`config.mk`:
```
export PLATFORM = sky130hd
export DESIGN_NAME = mips_cpu_harvard
export DESIGN_NICKNAME = d
export VERILOG_FILES = /design/src/mips_pkg.sv /design/src/mips_fetch.sv /design/src/mips_decode.sv /design/src/mips_regfile.sv /design/src/mips_alu.sv /design/src/mips_mem_stage.sv /design/src/mips_cpu_harvard.sv
export VERILOG_INCLUDE_DIRS = /design/src /design/src/src
export SDC_FILE = /design/constraint.sdc
export NUM_CORES = 2
export LEC_CHECK = 0
export BUFFER_PORTS_ARGS = -buffer_cell sky130_fd_sc_hd__buf_2
export CAP_MARGIN = 20
export CORE_MARGIN = 3
export CORE_UTILIZATION = 30
export CTS_CLUSTER_SIZE = 20
export DETAILED_ROUTE_END_ITERATION = 10
export SETUP_SLACK_MARGIN = 0.3
export SYNTH_ARGS = -nofsm -noshare
export SYNTH_HDL_FRONTEND = slang
export SYNTH_HIERARCHICAL = 1
export SYNTH_SLANG_ARGS = --single-unit
```
`constraint.sdc`:
```
create_clock -name clk -period 5.9 [get_ports clk]
set_clock_uncertainty 0.2 [all_clocks]
set_input_delay 0.885 -clock clk [delete_from_list [all_inputs] [get_ports clk]]
set_output_delay 0.885 -clock clk [all_outputs]
set_load 0.02 [all_outputs]
```
`src/mips_cfg.svh`:
```
`ifndef MIPS_CFG_SVH
`define MIPS_CFG_SVH

// Address of the first instruction after reset
`define RESET_VECTOR 32'hBFC00000

// Fetching this address ends the program
`define HALT_ADDR 32'h00000000

// General purpose register file size
`define REG_COUNT 32

// Register shown on the register_v0 port
`define REG_V0 2

`endif

```
`src/mips_pkg.sv`:
```
`default_nettype none

package mips_pkg;

  // Primary opcode field, instr[31:26]
  typedef enum logic [5:0] {
    op_special = 6'h00,
    op_j       = 6'h02,
    op_jal     = 6'h03,
    op_beq     = 6'h04,
    op_bne     = 6'h05,
    op_addiu   = 6'h09,
    op_slti    = 6'h0a,
    op_andi    = 6'h0c,
    op_ori     = 6'h0d,
    op_xori    = 6'h0e,
    op_lui     = 6'h0f,
    op_lw      = 6'h23,
    op_sw      = 6'h2b
  } opcode_t;

  // Function field of R-type instructions, instr[5:0]
  typedef enum logic [5:0] {
    f_sll  = 6'h00,
    f_srl  = 6'h02,
    f_jr   = 6'h08,
    f_addu = 6'h21,
    f_subu = 6'h23,
    f_and  = 6'h24,
    f_or   = 6'h25,
    f_xor  = 6'h26,
    f_slt  = 6'h2a,
    f_sltu = 6'h2b
  } funct_t;

  typedef enum logic [3:0] {
    alu_add,
    alu_sub,
    alu_and,
    alu_or,
    alu_xor,
    alu_slt,
    alu_sltu,
    alu_sll,
    alu_srl,
    alu_lui
  } alu_op_t;

  // Where the register write value comes from
  typedef enum logic [1:0] {
    wb_alu,
    wb_mem,
    wb_link
  } wb_src_t;

endpackage

`default_nettype wire

```
`src/mips_fetch.sv`:
```
`timescale 1ns/1ns
`default_nettype none

`include "mips_cfg.svh"

module mips_fetch (
  input  logic        clk,
  input  logic        reset,
  input  logic        clk_enable,
  input  logic        redirect,
  input  logic        is_jump,
  input  logic        jump_reg,
  input  logic [31:0] branch_target,
  input  logic [31:0] jump_target,
  input  logic [31:0] rs_data,
  output logic [31:0] instr_address,
  output logic [31:0] pc_plus8,
  output logic        active
);

  logic [31:0] pc_plus4;
  logic [31:0] next_pc;
  logic [31:0] redirect_target;
  // Target held across the delay slot
  logic [31:0] delay_target;
  logic        delay_pending;

  assign pc_plus4 = instr_address + 32'd4;
  // Link address skips the delay slot
  assign pc_plus8 = instr_address + 32'd8;

  assign next_pc = delay_pending ? delay_target : pc_plus4;

  always_comb
  begin
    if (is_jump && jump_reg)
      redirect_target = rs_data;
    else if (is_jump)
      redirect_target = jump_target;
    else
      redirect_target = branch_target;
  end

  always_ff @(posedge clk)
  begin
    if (reset)
    begin
      instr_address <= `RESET_VECTOR;
      delay_pending <= 1'b0;
      active        <= 1'b1;
    end
    else if (clk_enable)
    begin
      instr_address <= next_pc;
      delay_pending <= redirect;
      if (instr_address == `HALT_ADDR)
        active <= 1'b0;
    end
  end

  always_ff @(posedge clk)
  begin
    if (clk_enable && redirect)
      delay_target <= redirect_target;
  end

endmodule

`default_nettype wire

```
`src/mips_decode.sv`:
```
`timescale 1ns/1ns
`default_nettype none

module mips_decode (
  input  logic [31:0]       instr,
  input  logic [31:0]       instr_address,
  output logic [4:0]        rs_addr,
  output logic [4:0]        rt_addr,
  output logic [4:0]        dst_addr,
  output logic [4:0]        shamt,
  output mips_pkg::alu_op_t alu_op,
  output logic [31:0]       imm_ext,
  output logic              reg_write,
  output logic              alu_src_imm,
  output logic              mem_read,
  output logic              mem_write,
  output logic              is_branch,
  output logic              branch_ne,
  output logic              is_jump,
  output logic              jump_reg,
  output mips_pkg::wb_src_t wb_src,
  output logic [31:0]       branch_target,
  output logic [31:0]       jump_target
);

  import mips_pkg::*;

  opcode_t     opcode;
  funct_t      funct;
  logic [15:0] imm;
  logic [31:0] pc_plus4;
  logic        sign_ext;

  assign opcode  = opcode_t'(instr[31:26]);
  assign funct   = funct_t'(instr[5:0]);
  assign imm     = instr[15:0];
  assign rs_addr = instr[25:21];
  assign rt_addr = instr[20:16];
  assign shamt   = instr[10:6];

  // Logic immediates are zero-extended, the rest sign-extended
  assign imm_ext = sign_ext ? {{16{imm[15]}}, imm} : {16'b0, imm};

  assign pc_plus4      = instr_address + 32'd4;
  assign branch_target = pc_plus4 + {{14{imm[15]}}, imm, 2'b00};
  assign jump_target   = {pc_plus4[31:28], instr[25:0], 2'b00};

  always_comb
  begin
    dst_addr    = instr[20:16];
    alu_op      = alu_add;
    reg_write   = 1'b0;
    alu_src_imm = 1'b0;
    mem_read    = 1'b0;
    mem_write   = 1'b0;
    is_branch   = 1'b0;
    branch_ne   = 1'b0;
    is_jump     = 1'b0;
    jump_reg    = 1'b0;
    wb_src      = wb_alu;
    sign_ext    = 1'b1;

    case (opcode)
      op_special:
      begin
        dst_addr  = instr[15:11];
        reg_write = 1'b1;
        case (funct)
          f_sll:  alu_op = alu_sll;
          f_srl:  alu_op = alu_srl;
          f_addu: alu_op = alu_add;
          f_subu: alu_op = alu_sub;
          f_and:  alu_op = alu_and;
          f_or:   alu_op = alu_or;
          f_xor:  alu_op = alu_xor;
          f_slt:  alu_op = alu_slt;
          f_sltu: alu_op = alu_sltu;
          f_jr:
          begin
            reg_write = 1'b0;
            is_jump   = 1'b1;
            jump_reg  = 1'b1;
          end
          default: reg_write = 1'b0;
        endcase
      end
      op_j: is_jump = 1'b1;
      op_jal:
      begin
        is_jump   = 1'b1;
        reg_write = 1'b1;
        dst_addr  = 5'd31;
        wb_src    = wb_link;
      end
      // Branch condition comes from the ALU equality flag on rs and rt
      op_beq: is_branch = 1'b1;
      op_bne:
      begin
        is_branch = 1'b1;
        branch_ne = 1'b1;
      end
      op_addiu:
      begin
        reg_write   = 1'b1;
        alu_src_imm = 1'b1;
      end
      op_slti:
      begin
        reg_write   = 1'b1;
        alu_src_imm = 1'b1;
        alu_op      = alu_slt;
      end
      op_andi:
      begin
        reg_write   = 1'b1;
        alu_src_imm = 1'b1;
        alu_op      = alu_and;
        sign_ext    = 1'b0;
      end
      op_ori:
      begin
        reg_write   = 1'b1;
        alu_src_imm = 1'b1;
        alu_op      = alu_or;
        sign_ext    = 1'b0;
      end
      op_xori:
      begin
        reg_write   = 1'b1;
        alu_src_imm = 1'b1;
        alu_op      = alu_xor;
        sign_ext    = 1'b0;
      end
      op_lui:
      begin
        reg_write   = 1'b1;
        alu_src_imm = 1'b1;
        alu_op      = alu_lui;
      end
      op_lw:
      begin
        reg_write   = 1'b1;
        alu_src_imm = 1'b1;
        mem_read    = 1'b1;
        wb_src      = wb_mem;
      end
      op_sw:
      begin
        alu_src_imm = 1'b1;
        mem_write   = 1'b1;
      end
      default: ;
    endcase
  end

endmodule

`default_nettype wire

```
`src/mips_regfile.sv`:
```
`timescale 1ns/1ns
`default_nettype none

`include "mips_cfg.svh"

module mips_regfile (
  input  logic        clk,
  input  logic        reset,
  input  logic        clk_enable,
  input  logic        reg_write,
  input  logic [4:0]  rs_addr,
  input  logic [4:0]  rt_addr,
  input  logic [4:0]  dst_addr,
  input  logic [31:0] write_data,
  output logic [31:0] rs_data,
  output logic [31:0] rt_data,
  output logic [31:0] register_v0
);

  logic [31:0] regs [0:`REG_COUNT-1];

  // Register 0 is never written, so it reads back as 0
  always_ff @(posedge clk)
  begin
    if (reset)
    begin
      for (int i = 0; i < `REG_COUNT; i++)
        regs[i] <= 32'b0;
    end
    else if (clk_enable && reg_write && (dst_addr != 5'd0))
    begin
      regs[dst_addr] <= write_data;
    end
  end

  assign rs_data     = regs[rs_addr];
  assign rt_data     = regs[rt_addr];
  assign register_v0 = regs[`REG_V0];

endmodule

`default_nettype wire

```
`src/mips_alu.sv`:
```
`timescale 1ns/1ns
`default_nettype none

module mips_alu (
  input  mips_pkg::alu_op_t alu_op,
  input  logic [31:0]       a,
  input  logic [31:0]       b,
  input  logic [4:0]        shamt,
  output logic [31:0]       result,
  output logic              zero
);

  import mips_pkg::*;

  // Equality of the two operands drives beq and bne
  assign zero = (a == b);

  always_comb
  begin
    case (alu_op)
      alu_add:  result = a + b;
      alu_sub:  result = a - b;
      alu_and:  result = a & b;
      alu_or:   result = a | b;
      alu_xor:  result = a ^ b;
      alu_slt:  result = {31'b0, $signed(a) < $signed(b)};
      alu_sltu: result = {31'b0, a < b};
      // Shifts act on rt, amount from the shamt field
      alu_sll:  result = b << shamt;
      alu_srl:  result = b >> shamt;
      alu_lui:  result = {b[15:0], 16'b0};
      default:  result = a + b;
    endcase
  end

endmodule

`default_nettype wire

```
`src/mips_mem_stage.sv`:
```
`timescale 1ns/1ns
`default_nettype none

module mips_mem_stage (
  input  logic              clk_enable,
  input  logic              mem_read,
  input  logic              mem_write,
  input  mips_pkg::wb_src_t wb_src,
  input  logic [31:0]       alu_result,
  input  logic [31:0]       rt_data,
  input  logic [31:0]       data_readdata,
  input  logic [31:0]       pc_plus8,
  output logic [31:0]       data_address,
  output logic [31:0]       data_writedata,
  output logic [31:0]       write_data,
  output logic              data_read,
  output logic              data_write
);

  import mips_pkg::*;

  // Word accesses only, low address bits dropped
  assign data_address   = {alu_result[31:2], 2'b00};
  assign data_writedata = rt_data;
  assign data_read      = mem_read;
  // No store while the core is frozen
  assign data_write     = mem_write & clk_enable;

  always_comb
  begin
    case (wb_src)
      wb_mem:  write_data = data_readdata;
      wb_link: write_data = pc_plus8;
      default: write_data = alu_result;
    endcase
  end

endmodule

`default_nettype wire

```
`src/mips_cpu_harvard.sv`:
```
`timescale 1ns/1ns
`default_nettype none

module mips_cpu_harvard (
  input  logic        clk,
  input  logic        reset,
  input  logic        clk_enable,
  output logic        active,
  output logic [31:0] register_v0,
  output logic [31:0] instr_address,
  input  logic [31:0] instr_readdata,
  output logic [31:0] data_address,
  output logic        data_write,
  output logic        data_read,
  output logic [31:0] data_writedata,
  input  logic [31:0] data_readdata
);

  import mips_pkg::*;

  logic [4:0]  rs_addr;
  logic [4:0]  rt_addr;
  logic [4:0]  dst_addr;
  logic [4:0]  shamt;
  alu_op_t     alu_op;
  wb_src_t     wb_src;
  logic [31:0] imm_ext;
  logic        reg_write;
  logic        alu_src_imm;
  logic        mem_read;
  logic        mem_write;
  logic        is_branch;
  logic        branch_ne;
  logic        is_jump;
  logic        jump_reg;
  logic [31:0] branch_target;
  logic [31:0] jump_target;
  logic [31:0] rs_data;
  logic [31:0] rt_data;
  logic [31:0] alu_b;
  logic [31:0] alu_result;
  logic        zero;
  logic        redirect;
  logic [31:0] pc_plus8;
  logic [31:0] write_data;

  // Jumps always redirect, branches when equality matches the sense
  assign redirect = is_jump | (is_branch & (zero != branch_ne));

  // Second ALU operand
  assign alu_b = alu_src_imm ? imm_ext : rt_data;

  mips_fetch fetch (
    .clk(clk), .reset(reset), .clk_enable(clk_enable),
    .redirect(redirect), .is_jump(is_jump), .jump_reg(jump_reg),
    .branch_target(branch_target), .jump_target(jump_target), .rs_data(rs_data),
    .instr_address(instr_address), .pc_plus8(pc_plus8), .active(active)
  );

  mips_decode decode (
    .instr(instr_readdata), .instr_address(instr_address),
    .rs_addr(rs_addr), .rt_addr(rt_addr), .dst_addr(dst_addr), .shamt(shamt),
    .alu_op(alu_op), .imm_ext(imm_ext),
    .reg_write(reg_write), .alu_src_imm(alu_src_imm),
    .mem_read(mem_read), .mem_write(mem_write),
    .is_branch(is_branch), .branch_ne(branch_ne),
    .is_jump(is_jump), .jump_reg(jump_reg), .wb_src(wb_src),
    .branch_target(branch_target), .jump_target(jump_target)
  );

  mips_regfile regfile (
    .clk(clk), .reset(reset), .clk_enable(clk_enable), .reg_write(reg_write),
    .rs_addr(rs_addr), .rt_addr(rt_addr), .dst_addr(dst_addr),
    .write_data(write_data),
    .rs_data(rs_data), .rt_data(rt_data), .register_v0(register_v0)
  );

  mips_alu alu (
    .alu_op(alu_op), .a(rs_data), .b(alu_b), .shamt(shamt),
    .result(alu_result), .zero(zero)
  );

  mips_mem_stage mem_stage (
    .clk_enable(clk_enable), .mem_read(mem_read), .mem_write(mem_write),
    .wb_src(wb_src), .alu_result(alu_result), .rt_data(rt_data),
    .data_readdata(data_readdata), .pc_plus8(pc_plus8),
    .data_address(data_address), .data_writedata(data_writedata),
    .write_data(write_data), .data_read(data_read), .data_write(data_write)
  );

endmodule

`default_nettype wire

```
==> results.txt <==
----------------------------------------------------
[Status]
  Result of the run ... finished, violations left
  Violations in the final reports ... setup timing

[Logic synthesis]
  EDFF count, synth ... 1,056
  Post-Synth Adder-Cell Area ... 2.30%
  Area fraction in compound gates after synthesis ... 12.1%
  Number of synthesis warnings ... 6
  Flops & latches, synth ... 1,090
  Cells after Synth ... 7,083
  Fraction of synthesis flops using an asynchronous set or reset pin ... 0%
  Synthesized-area fraction occupied by xor and xnor cells ... under 10%
  Synthesized cell area ... about 0.074 sq mm
  Dominant synthesized flop cell ... edfxtp_1
  Simple logic cell fraction of the synthesized area ... 17.1%
  Count of different cell masters after synthesis ... ~120
  Sequential fraction of the synthesis area ... 43.9%
  Per-instance average area after synthesis ... between 10 and 15 sq um
  Share of cell area taken by muxes after synthesis ... 16.9%
  Dominant combinational cell family by area after synthesis ... simple AND/OR/NAND/NOR gates

[Placement]
  Post-detailed-placement half-perimeter wirelength ... ~220 mm
  Quantity of I/O buffers inserted on ports ... between 150 and 200
  Last weighted congestion value of the routability-driven placer ... just over 1
  Number of placed cells counting well taps ... about 11,000
  Place WS ... -1.35 ns
  Placed Instance Area ... about 0.084 sq mm

[Cells and area]
  Most common cell after layout, fill and taps aside ... mux2i_1
  Top library cells by usage in the layout, fill and taps aside ... mux2i_1, edfxtp_1, and2_1
  Share of layout cells above drive strength 1 ... between 20% and 30%
  Synth-to-Final Area Change ... 25.3%
  Post-layout nets ... 8,028
  Total of fill cells in the finished design ... between 20,000 and 25,000
  Design area ... 0.0925 sq mm
  Cell Count, Final, Fillers Out ... 11,100

[GRT]
  Global-route wire length before repair ... 424 mm
  GRT met3 Usage ... 3.82%
  Top Usage Layer GRT ... met2
  Antenna violations before repair ... 20
  Global-route track usage on met2 ... 33.9%
  Number of global-route vias before repair ... 59,100
  Combined global-route utilization of all metal layers ... approximately 23%
  GRT met1 Usage ... 32.8%
  Remaining global-route overflow ... 0
  Largest net degree at the start of global routing ... 85

[Drt]
  Detailed Route WL ... 301 mm
  Residual antenna-violating net count after detailed routing ... 0
  Routed wire length per instance ... approximately 27 microns
  Routed via count divided by cell count ... 5.57
  Drt first-iter violations ... 7,077
  Number of DRC violations after detailed routing ... 0
  First-pass detailed-route iteration total ... 6
  Vias post-DR ... 62,000

[Pwr]
  Cell Pwr Density ... 277 mW/mm^2
  Leakage power total ... 37.9 nW
  Maximum resistive drop on vdd ... 0.273 mV

[CTS]
  Hold buffers post-CTS ... 0
  Clock-pin slew on the worst setup and hold paths ... ~0.06 ns
  Clock latency of the later-clocked register in the worst-skew pair ... 0.78 ns
  Longest Clk Path Bufs ... 3
  TritonCTS clock tree ... done
  Level count of the clock H-tree ... 3
  Number of buffers added by the clock tree synthesis step ... 115
  Clock root cell ... clkbuf_16
  Clock Sink Count ... 1,090

[Setup path]
  Worst Setup Path Type ... in2out
  Critical path fanouts, max ... 16
  Worst-case register-to-register setup slack ... 0.09 ns
  Start point of the critical path ... instr_readdata[22]
  R2r worst-path depth ... 28
  Critical path required time ... 4.82 ns
  Endpoint of the worst-slack reg-to-reg timing path ... regfile/regs[14][0]
  Worst R2R Start ... regfile/regs[2][5]
  Type of element launching the critical path ... input port
  Type of element capturing the critical path ... primary output
  Critical path endpoint ... data_address[28]
  Data arrival time of the worst path ... 5.50 ns

[STA]
  Max-slew violation total from the final report ... 0
  Achievable Freq ... 152 MHz
  Setup tns final ... -12.26 ns
  Transition at the pin with the smallest max-transition slack ... around 1.1 ns
  Slew headroom ... 25.5%
  Final min period ... roughly 6.6 ns
  Final hold viol count ... 0
  # setup viols final ... slightly below 60
  Period utilisation layout ... 112%
  Setup slack of the critical path after layout ... -0.688 ns
  RSZ-0062 raised after global routing ... yes

[Floorplan]
  Initial Utilization ... roughly 30%
  Site Rows ... 181
  Die ar. ... approximately 0.25 sq mm
  Die Y-Extent ... between 500 and 600 microns
  Chip width ... 502 microns
  Core outline area ... 0.244 sq mm
  Boundary pin count ... 198

[Run]
  Maxcap violations ... 0

[Hold path]
  Kind of path behind the tightest hold check ... reg2reg

----------------------------------------------------
==> what timing repair did <==
| action | 4_1_cts | 5_1_grt |
|---|---|---|
| setup endpoints to repair | 1001 | 451 |
| resized for setup | 334 | 346 |
| gates cloned | 10 | 8 |
| setup buffers | 44 | 60 |
| pin swaps | 41 | 130 |
==> report_power, final <==
part	switching [mW]	total (mW)	internal (mW)
combinational	5.55	9.22	3.67
sequential	0.165	8.92	8.75
clock	3.25	7.51	4.26
total	8.96	25.7	16.7
==> final cells by class <==
type	instances	area, sq um	share of cell area (%)
multi-input cells	5127	39500	42.7
repair buffers	1371	12200	13.2
flip-flops and latches	1090	32400	35.0
diodes	13	32.5	0.0352
inverters	122	479	0.518
clock inverters	80	830	0.897
well taps	3202	4010	4.33
clock buffers	135	3020	3.26
==> kinds of logic (layout without fill, tap and decap cells) <==
group	count (synthesis)	in the layout
xor gates and xnor gates	92	92
other	3	49
and+or+nand+nor	2326	2326
buffers and inverters	899	1708
muxes	1210	1210
DFF	1090	1090
AOI/OAI and AO/OA	1329	1329
adders and majority gates	134	134
==> worst min path at each step <==
stage,startpoint,end,cells after the start
after floorplan,fetch/delay_target[24],fetch/instr_address[24],2
after global placement,fetch/delay_target[24],fetch/instr_address[24],2
after detailed placement,fetch/delay_target[24],fetch/instr_address[24],2
after CTS,fetch/active,fetch/active,2
after global routing,fetch/active,fetch/active,2
final,fetch/delay_target[31],fetch/instr_address[31],2
==> synth_stat cells, types with 30 or more instances <==
library cell,number,area (sq um)
mux2i_1,1140,11400
edfxtp_1,1056,31700
and2_1,1013,6340
nand2_1,418,1570
a21oi_1,390,1950
clkbuf_1,305,1140
nor2_1,267,1000
nand3_1,259,1300
a22oi_1,251,1880
buf_4,226,1700
ha_1,131,1640
a22o_1,129,1130
inv_1,119,447
buf_2,114,571
nor3_1,113,566
o21ai_0,112,561
a31oi_1,85,532
xnor2_1,55,482
buf_6,52,586
or2_2,43,269
clkbuf_2,42,210
a211oi_1,39,293
a21o_1,39,293
o21ai_1,39,195
xor2_1,37,324
dfxtp_1,34,681
buf_1,31,116
mux2_4,31,465
nand4_1,31,194
nor4_1,30,188
==> state kept, by name, summed over array words and instances, names as in the netlist <==
name and count:
fetch/delay_pending 1, regfile/regs 1024, fetch/delay_target 32, fetch/instr_address 32, fetch/active 1
==> critical path, stage by stage <==
cell       delay, ns
buf_16          0.14
buf_12          0.22
buf_12          0.14
buf_12          0.12
mux2i_1         0.10
a22o_1          0.28
nor3_4          0.19
a31oi_2         0.08
buf_4           0.17
nand3_1         0.08
buf_6           0.16
inv_1           0.08
ha_4            0.31
inv_4           0.05
a221oi_4        0.37
buf_6           0.16
a2111oi_4       0.06
or2_1           0.24
a221o_1         0.39
buf_4           0.17
a21o_4          0.21
a31o_4          0.25
a311oi_2        0.26
o21ai_2         0.12
buf_6           0.15
==> per-layer routing <==
layer	vias up	part of all wire [%]
li1	27300	-
met1	31200	44
met2	3100	43
met3	464	9.3
met4	0	4.0
met5	-	0
==> per-stage QoR <==
| step | utilization [%] | power, mW | hold WS [ns] |
|---|---|---|---|
| after CTS | 36.9 | 24.9 | 0.293 |
| final | 37.9 | 25.7 | 0.290 |
| after detailed placement | 34.4 | 17.0 | 0.282 |
| after global placement | 34.4 | 16.9 | 0.267 |
| after floorplan | - | 12.9 | 0.249 |
| after global routing | 37.9 | 26.5 | 0.333 |
(Power assumes the default switching activity.)
